`config.mk`:
```
export PLATFORM = sky130hd
export DESIGN_NAME = io_subsystem
export DESIGN_NICKNAME = d
export VERILOG_FILES = /design/src/design/io_pkg.sv /design/src/design/io_bus_if.sv /design/src/design/accum_regs.sv /design/src/design/io_arbiter.sv /design/src/design/io_decoder.sv /design/src/design/io_subsystem.sv /design/src/design/rr_arbiter.sv /design/src/design/scratch_regs.sv
export SDC_FILE = /design/constraint.sdc
export NUM_CORES = 1
export LEC_CHECK = 0
export BUFFER_PORTS_ARGS = -buffer_cell sky130_fd_sc_hd__clkbuf_2
export CORE_UTILIZATION = 45
export CTS_BUF_LIST = sky130_fd_sc_hd__clkbuf_8
export CTS_CLUSTER_SIZE = 28
export DETAILED_ROUTE_END_ITERATION = 16
export GPL_ROUTABILITY_DRIVEN = 1
export PLACE_DENSITY = 0.68
export SETUP_SLACK_MARGIN = 0.15
export SLEW_MARGIN = 10
export SYNTH_ARGS = -nofsm -noshare
export SYNTH_HDL_FRONTEND = slang
export SYNTH_SLANG_ARGS = --single-unit
```
`constraint.sdc`:
```
create_clock -name clk -period 10 [get_ports clk]
set_input_delay 0 -clock clk [delete_from_list [all_inputs] [get_ports clk]]
set_output_delay 0 -clock clk [all_outputs]
set_load 0.01 [all_outputs]
```
`src/design/io_pkg.sv`:
```
/*
 * Shared types of the uncached I/O path: core and thread identifiers,
 * request and response packets, and the address map constants.
 */
`default_nettype none

package io_pkg;

	// Index of a requesting core, wide enough for up to 16 cores
	typedef logic [3:0] core_id_t;

	// Hardware thread within one core
	typedef logic [1:0] thread_idx_t;

	// One core's uncached load or store request (68 bits)
	typedef struct packed
	{
		logic valid;
		logic is_store;
		thread_idx_t thread_idx;
		logic [31:0] address;
		logic [31:0] value;
	} ioreq_packet_t;

	// Response returned to the core and thread that issued the request (39 bits)
	// For a store the read value carries no meaning
	typedef struct packed
	{
		logic valid;
		core_id_t core;
		thread_idx_t thread_idx;
		logic [31:0] read_value;
	} iorsp_packet_t;

	// Address bit that picks the peripheral
	// Clear selects the scratch registers, set selects the accumulators
	localparam int DEVICE_SEL_BIT = 8;

	// Registers are word addressed, so the register index starts above the byte offset
	localparam int REG_INDEX_LSB = 2;

endpackage

`default_nettype wire

```
`src/design/io_bus_if.sv`:
```
/*
 * Single-cycle I/O bus with initiator and target modports
 */
`timescale 1ns/1ns
`default_nettype none

interface io_bus_if;

	// At most one of the two enables is high in any cycle
	logic write_en;
	logic read_en;
	logic [31:0] address;
	logic [31:0] write_data;

	// Valid in the same cycle as read_en, with no extra latency
	logic [31:0] read_data;

	// The side that issues accesses
	modport initiator
	(
		output write_en,
		output read_en,
		output address,
		output write_data,
		input read_data
	);

	// The side that completes accesses
	modport target
	(
		input write_en,
		input read_en,
		input address,
		input write_data,
		output read_data
	);

endinterface

`default_nettype wire

```
`src/design/accum_regs.sv`:
```
/*
 * Bank of accumulating registers, a store adds and a load
 * returns the running sum
 */
`timescale 1ns/1ns
`default_nettype none

module accum_regs
#(
	parameter int NUM_ACCUMS = 4
)
(
	input wire logic clk,
	input wire logic reset,
	io_bus_if.target bus
);

	localparam int IDX_W = NUM_ACCUMS > 1 ? $clog2(NUM_ACCUMS) : 1;

	logic [31:0] sums[NUM_ACCUMS];
	logic [31-io_pkg::REG_INDEX_LSB:0] word_addr;
	logic [IDX_W-1:0] acc_idx;
	logic [31:0] next_sum;

	// Word index, wrapped onto the number of accumulators
	assign word_addr = bus.address[31:io_pkg::REG_INDEX_LSB];
	assign acc_idx = IDX_W'(word_addr % NUM_ACCUMS);

	// The adder is 32 bits wide, so the sum wraps modulo 2^32
	assign next_sum = sums[acc_idx] + bus.write_data;

	// A load sees the sum before any store in the same cycle
	assign bus.read_data = bus.read_en ? sums[acc_idx] : 32'd0;

	always_ff @(posedge clk, posedge reset)
	begin
		if (reset)
		begin
			for (int i = 0; i < NUM_ACCUMS; i++)
				sums[i] <= 32'd0;
		end
		else if (bus.write_en)
		begin
			sums[acc_idx] <= next_sum;
		end
	end

endmodule

`default_nettype wire

```
`src/design/io_arbiter.sv`:
```
/*
 * Core request arbitration, issue on the I/O bus and
 * return of the response packet one cycle after the bus access
 */
`timescale 1ns/1ns
`default_nettype none

module io_arbiter
#(
	parameter int NUM_CORES = 4
)
(
	input wire logic clk,
	input wire logic reset,
	input io_pkg::ioreq_packet_t io_request[NUM_CORES],
	output logic ready[NUM_CORES],
	output io_pkg::iorsp_packet_t response,
	io_bus_if.initiator bus
);

	logic [NUM_CORES-1:0] arb_request;
	logic [NUM_CORES-1:0] grant_oh;
	io_pkg::core_id_t grant_idx;
	logic grant_valid;
	io_pkg::ioreq_packet_t granted_req;

	// A bus access is in progress in this cycle
	logic request_sent;
	io_pkg::core_id_t request_core;
	io_pkg::thread_idx_t request_thread;

	// Response register contents
	logic rsp_valid;
	io_pkg::core_id_t rsp_core;
	io_pkg::thread_idx_t rsp_thread;
	logic [31:0] rsp_read_value;

	// The grant doubles as the ready strobe, so a granted request is accepted at the next edge
	genvar core;
	generate
		for (core = 0; core < NUM_CORES; core++)
		begin : handshake_gen
			assign arb_request[core] = io_request[core].valid;
			assign ready[core] = grant_oh[core];
		end
	endgenerate

	generate
		if (NUM_CORES > 1)
		begin : arb_gen
			rr_arbiter #(.NUM_CORES(NUM_CORES)) i_rr_arbiter
			(
				.clk(clk),
				.reset(reset),
				.request(arb_request),
				.grant_oh(grant_oh),
				.grant_idx(grant_idx)
			);
		end
		else
		begin : single_gen
			// A lone core wins whenever it asks
			assign grant_oh = arb_request;
			assign grant_idx = '0;
		end
	endgenerate

	assign grant_valid = |grant_oh;

	// AND-OR select of the winning request
	always_comb
	begin
		granted_req = '0;
		for (int i = 0; i < NUM_CORES; i++)
		begin
			if (grant_oh[i])
				granted_req = granted_req | io_request[i];
		end
	end

	// Enables last exactly one cycle, and the response follows one cycle later
	always_ff @(posedge clk, posedge reset)
	begin
		if (reset)
		begin
			bus.write_en <= 1'b0;
			bus.read_en <= 1'b0;
			request_sent <= 1'b0;
			rsp_valid <= 1'b0;
		end
		else
		begin
			bus.write_en <= grant_valid && granted_req.is_store;
			bus.read_en <= grant_valid && !granted_req.is_store;
			request_sent <= grant_valid;
			rsp_valid <= request_sent;
		end
	end

	always_ff @(posedge clk)
	begin
		if (grant_valid)
		begin
			bus.address <= granted_req.address;
			bus.write_data <= granted_req.value;
			request_core <= grant_idx;
			request_thread <= granted_req.thread_idx;
		end

		// Read data is sampled at the edge that ends the bus cycle
		if (request_sent)
		begin
			rsp_core <= request_core;
			rsp_thread <= request_thread;
			rsp_read_value <= bus.read_data;
		end
	end

	assign response.valid = rsp_valid;
	assign response.core = rsp_core;
	assign response.thread_idx = rsp_thread;
	assign response.read_value = rsp_read_value;

endmodule

`default_nettype wire

```
`src/design/io_decoder.sv`:
```
/*
 * Address decoder that routes bus enables to the scratch or
 * accumulator bank and selects the returned read data
 */
`timescale 1ns/1ns
`default_nettype none

module io_decoder
(
	io_bus_if.target main,
	io_bus_if.initiator scratch,
	io_bus_if.initiator accum
);

	// High when the access targets the accumulator bank
	logic sel_accum;

	// This is the only place that knows the address map
	assign sel_accum = main.address[io_pkg::DEVICE_SEL_BIT];

	// Both banks see the address and data, only the chosen one sees an enable
	assign scratch.address = main.address;
	assign scratch.write_data = main.write_data;
	assign scratch.write_en = main.write_en && !sel_accum;
	assign scratch.read_en = main.read_en && !sel_accum;

	assign accum.address = main.address;
	assign accum.write_data = main.write_data;
	assign accum.write_en = main.write_en && sel_accum;
	assign accum.read_en = main.read_en && sel_accum;

	// Read data comes back in the same cycle
	assign main.read_data = sel_accum ? accum.read_data : scratch.read_data;

endmodule

`default_nettype wire

```
`src/design/io_subsystem.sv`:
```
/*
 * Top level of the uncached I/O path: request packing, arbiter,
 * address decoder and the two register banks
 */
`timescale 1ns/1ns
`default_nettype none

module io_subsystem
#(
	parameter int NUM_CORES = 4,
	parameter int NUM_SCRATCH_REGS = 8,
	parameter int NUM_ACCUMS = 4
)
(
	input wire logic clk,
	input wire logic reset,

	// One request per core, held until req_ready is seen at an edge
	input wire logic [NUM_CORES-1:0] req_valid,
	input wire logic [NUM_CORES-1:0] req_is_store,
	input io_pkg::thread_idx_t req_thread[NUM_CORES],
	input wire logic [31:0] req_address[NUM_CORES],
	input wire logic [31:0] req_value[NUM_CORES],
	output logic [NUM_CORES-1:0] req_ready,

	// Response, valid for one cycle with no back-pressure
	output logic rsp_valid,
	output io_pkg::core_id_t rsp_core,
	output io_pkg::thread_idx_t rsp_thread,
	output logic [31:0] rsp_read_value
);

	io_pkg::ioreq_packet_t io_request[NUM_CORES];
	logic ready[NUM_CORES];
	io_pkg::iorsp_packet_t response;

	io_bus_if bus_main();
	io_bus_if bus_scratch();
	io_bus_if bus_accum();

	// Pack each core's plain ports into a request packet
	genvar core;
	generate
		for (core = 0; core < NUM_CORES; core++)
		begin : pack_gen
			assign io_request[core].valid = req_valid[core];
			assign io_request[core].is_store = req_is_store[core];
			assign io_request[core].thread_idx = req_thread[core];
			assign io_request[core].address = req_address[core];
			assign io_request[core].value = req_value[core];
			assign req_ready[core] = ready[core];
		end
	endgenerate

	assign rsp_valid = response.valid;
	assign rsp_core = response.core;
	assign rsp_thread = response.thread_idx;
	assign rsp_read_value = response.read_value;

	io_arbiter #(.NUM_CORES(NUM_CORES)) i_io_arbiter
	(
		.clk(clk),
		.reset(reset),
		.io_request(io_request),
		.ready(ready),
		.response(response),
		.bus(bus_main.initiator)
	);

	io_decoder i_io_decoder
	(
		.main(bus_main.target),
		.scratch(bus_scratch.initiator),
		.accum(bus_accum.initiator)
	);

	scratch_regs #(.NUM_SCRATCH_REGS(NUM_SCRATCH_REGS)) i_scratch_regs
	(
		.clk(clk),
		.reset(reset),
		.bus(bus_scratch.target)
	);

	accum_regs #(.NUM_ACCUMS(NUM_ACCUMS)) i_accum_regs
	(
		.clk(clk),
		.reset(reset),
		.bus(bus_accum.target)
	);

endmodule

`default_nettype wire

```
`src/design/rr_arbiter.sv`:
```
/*
 * Round-robin arbiter with a rotating priority pointer,
 * one-hot grant and binary grant index
 */
`timescale 1ns/1ns
`default_nettype none

module rr_arbiter
#(
	parameter int NUM_CORES = 4
)
(
	input wire logic clk,
	input wire logic reset,
	input wire logic [NUM_CORES-1:0] request,
	output logic [NUM_CORES-1:0] grant_oh,
	output io_pkg::core_id_t grant_idx
);

	// The core that has the highest priority in this cycle
	io_pkg::core_id_t priority_ptr;

	// Scan from the pointer and take the first requester found
	always_comb
	begin
		int cand;
		logic found;

		grant_oh = '0;
		found = 1'b0;
		for (int i = 0; i < NUM_CORES; i++)
		begin
			cand = int'(priority_ptr) + i;
			if (cand >= NUM_CORES)
				cand = cand - NUM_CORES;

			if (!found && request[cand])
			begin
				grant_oh[cand] = 1'b1;
				found = 1'b1;
			end
		end
	end

	// Encode the one-hot grant, at most one bit is ever set
	always_comb
	begin
		grant_idx = '0;
		for (int i = 0; i < NUM_CORES; i++)
		begin
			if (grant_oh[i])
				grant_idx = grant_idx | io_pkg::core_id_t'(i);
		end
	end

	// After a grant the core just past the winner gets first pick
	always_ff @(posedge clk, posedge reset)
	begin
		if (reset)
			priority_ptr <= '0;
		else if (|grant_oh)
		begin
			if (grant_idx == io_pkg::core_id_t'(NUM_CORES - 1))
				priority_ptr <= '0;
			else
				priority_ptr <= grant_idx + 4'd1;
		end
	end

endmodule

`default_nettype wire

```
`src/design/scratch_regs.sv`:
```
/*
 * Bank of plain read/write scratch registers
 */
`timescale 1ns/1ns
`default_nettype none

module scratch_regs
#(
	parameter int NUM_SCRATCH_REGS = 8
)
(
	input wire logic clk,
	input wire logic reset,
	io_bus_if.target bus
);

	localparam int IDX_W = NUM_SCRATCH_REGS > 1 ? $clog2(NUM_SCRATCH_REGS) : 1;

	logic [31:0] regs[NUM_SCRATCH_REGS];
	logic [31-io_pkg::REG_INDEX_LSB:0] word_addr;
	logic [IDX_W-1:0] reg_idx;

	// Word index, wrapped onto the bank size
	assign word_addr = bus.address[31:io_pkg::REG_INDEX_LSB];
	assign reg_idx = IDX_W'(word_addr % NUM_SCRATCH_REGS);

	// Reads are combinational and return zero when not enabled
	assign bus.read_data = bus.read_en ? regs[reg_idx] : 32'd0;

	always_ff @(posedge clk, posedge reset)
	begin
		if (reset)
		begin
			for (int i = 0; i < NUM_SCRATCH_REGS; i++)
				regs[i] <= 32'd0;
		end
		else if (bus.write_en)
		begin
			regs[reg_idx] <= bus.write_data;
		end
	end

endmodule

`default_nettype wire

```
==> reports/metrics.csv <==
metric,value,unit
wirelength,55800,um
clkTransAtPathRegs,60,ps
intPower,6.41,mW
holdWs,103,ps
first_pass_iters,10,
yosys_warnings,0,
yosysTopAreaCell,dfrtp_1,
clkLatencyLatePin,640,ps
synth_area_leaders,"dfrtp_1 44%, mux2_2 13%, edfxtp_1 10%",
reg2reg_depth,11,
p_clk_share,15.4,%
outcome,"finished, final reports clean",
worstSetupPathType,flip-flop to flip-flop,
std_cell_rows,81,
slowest_delay,640,ps
rsz0062_at_grt,no,
slew_headroom,17.1,%
antenna_found_initial,1,
cp_num_cells,11,
fill_cells,4017,
num_io_pins,317,
hold_violations,0,
cts_root_buffer,clkbuf_8,
clock_skew,18.9,ps
die_h,225,um
cts_buffers,76,
cp-startpoint,i_io_arbiter.bus.address[2],
overflow,0,
postRouteAntennaNets,0,
power.density,409,nW/um2
cts_hold_buf,80,
cp_num_buf_inv,1,
setup_tns,0,ps
cts_resized,0,
p_leak,11.6,nW
critPathSlowestCell,mux4_2,
layout.cells.non_filler,2743,
vias_per_cell,5.66,
finalCritPeriodShare,45.3,%
crit_required,10510,ps
crit_family,simple AND/OR/NAND/NOR gates,
track_usage,22.8,%
place_congestion,0.843,
synth_area,22400,um2
grt_max_degree,198,
path_max_fanout,104,
worst_pin_slew,1240,ps
cts.sinks,466,
combPwrFrac,51.3,%
area_delta_synth_final,17.9,%
p_sw_share,40.6,%
avgSynthCellArea,12.8,um2
coreArea,49000,um2
syn_inst,1749,
ir_drop,0.329,mV
hold_path_class,input port to asynchronous set/reset pin,
async_flop_share,83.7,%
first_iter_violations,1039,
place_inst,2523,
cts_tree,yes,
synth_edf_count,76,
r2r-end,i_accum_regs.sums[62],
drv_slew,0,
die_w,225,um
crit_end,i_accum_regs.sums[62],
initial_core_util,45.7,%
ys_ff_latch,466,
ff_latch_area,12000,um2
cp_cell_sequence,buf_12 -> mux4_2 -> ha_1 -> a21oi_1 -> nand2b_1 -> nor4bb_1 -> o211ai_1 -> nand3b_1 -> a21boi_0 -> nor3_1 -> o31ai_1,
arrival,5040,ps
place_hpwl,33900,um
synth_most_common_cell,dfrtp_1,
fmax,221,MHz
final_cell_area,26400,um2
grt_first_pass_wirelength,88800,um
setup_violations,0,
postLayoutCoreUtil,53.9,%
cts_setup_buffers,0,
max_cap_viol_count,0,
wl_per_cell,20.3,um
multi_input_area,9890,um2
rrSetupSlack,5470,ps
endpoint_kind,flip-flop,
synth_common_cells,"390 x dfrtp_1, 273 x nand2_1, 250 x mux2_2",
synth_ff_type,dfrtp_1,
die_area,50600,um2
drive_above_1_share,34.1,%
grt_pass1_vias,16127,
drc,0,
synth_top_area_share,43.6,%
io_buffers,202,
finalCriticalPeriod,4530,ps
via_count,15524,
cts_buffer_depth,3,
synth_seq_area_share,53.8,%
p_sw,4.38,mW
htreeDepth,3,
power_frac_seq,33.2,%
r2r-start,i_io_arbiter.bus.address[2],
worst_setup_path_start_kind,flip-flop,
fin_nets,2328,
ys_types,59,
dpl_cell_area,24000,um2
## sequential cells by signal (all words and copies together), names as in the netlist
signal / count
i_io_arbiter.bus.write_data: 32
i_io_arbiter.bus.address: 4
i_io_arbiter.rsp_read_value: 32
i_io_arbiter.rsp_thread: 2
i_io_arbiter.rsp_core: 2
i_io_arbiter.rsp_valid: 1
i_accum_regs.sums: 128
i_io_arbiter.arb_gen.i_rr_arbiter.priority_ptr: 2
i_io_arbiter.request_thread: 2
i_scratch_regs.regs: 256
i_io_arbiter.request_sent: 1
i_io_arbiter.bus.read_en: 1
i_io_arbiter.bus.write_en: 1
i_io_arbiter.request_core: 2
## routing by layer
layer  GRT usage [%]  vias up  part of all wire, %
li1                -     7010                    -
met3            3.87      107                  5.8
met5               0        -                    0
met2            37.2      536                   48
met4            9.15        0                  3.2
met1            30.3     7871                   43
## how the worst min path moves through the flow
stage,start,endpoint,cells after the start
5_1_grt,reset,i_scratch_regs.regs[227],3
3_3_place_gp,reset,i_scratch_regs.regs[228],2
3_5_place_dp,reset,i_scratch_regs.regs[228],2
6_report,reset,i_scratch_regs.regs[132],3
2_1_floorplan,req_is_store[2],i_io_arbiter.bus.write_en,2
4_1_cts,reset,i_scratch_regs.regs[164],3
## stage by stage
stage,total power [mW],worst slack [ps]
floorplan,7.42,4750
global placement,8.68,5560
detailed placement,8.89,5560
CTS,10.8,5510
global route,11.6,5190
finish,10.8,5470
## power by group through the flow
stage	Combinational (mW)	Clock [mW]	Sequential, mW
after CTS	5.53	1.70	3.59
after detailed placement	5.27	0	3.62
after global placement	5.14	0	3.54
after global routing	6.07	1.78	3.71
final	5.54	1.67	3.59
after floorplan	4.02	0	3.40
## cell usage in the layout, fill, tap and decap left out, drive strengths merged, types with 32 or more instances in the layout
cell type,instances
edfxtp,76
dlygate4sd3,80
mux2,254
nand2,273
mux2i,44
dfrtp,390
a222oi,39
nor2,41
o21ai,158
and2,36
ha,36
mux4,99
a21oi,32
inv,42
clkbuf,300
## kinds of logic (layout without fill, tap and decap cells)
family                   after synthesis  after routing  synth area share (%)
flip-flops                           466            466                  53.8
AND/OR/NAND/NOR                      401            401                  7.80
multiplexers                         397            397                  24.7
AO/OA/AOI/OAI                        293            293                  8.20
buffers and inverters                128            456                  2.34
adder cells (fa/ha/maj)               37             37                  2.10
XOR/XNOR                              26             26                  1.02
other                                  1              3                0.0168
## tightest hold or removal path, cell delays in order
cell,delay [ps]
dlygate4sd3_1,540
clkbuf_2,130
clkinvlp_4,580
## final cells by class
cell class                      instances  area share [%]
Antenna cell                            1         0.00948
Tap cell                              664            3.15
Multi-Input combinational cell       1156            37.5
Inverter                               13           0.199
Sequential cell                       466            45.6
Clock inverter                         41           0.796
Timing Repair Buffer                  304            7.63
Clock buffer                           98            5.11
(Power assumes the default switching activity.)
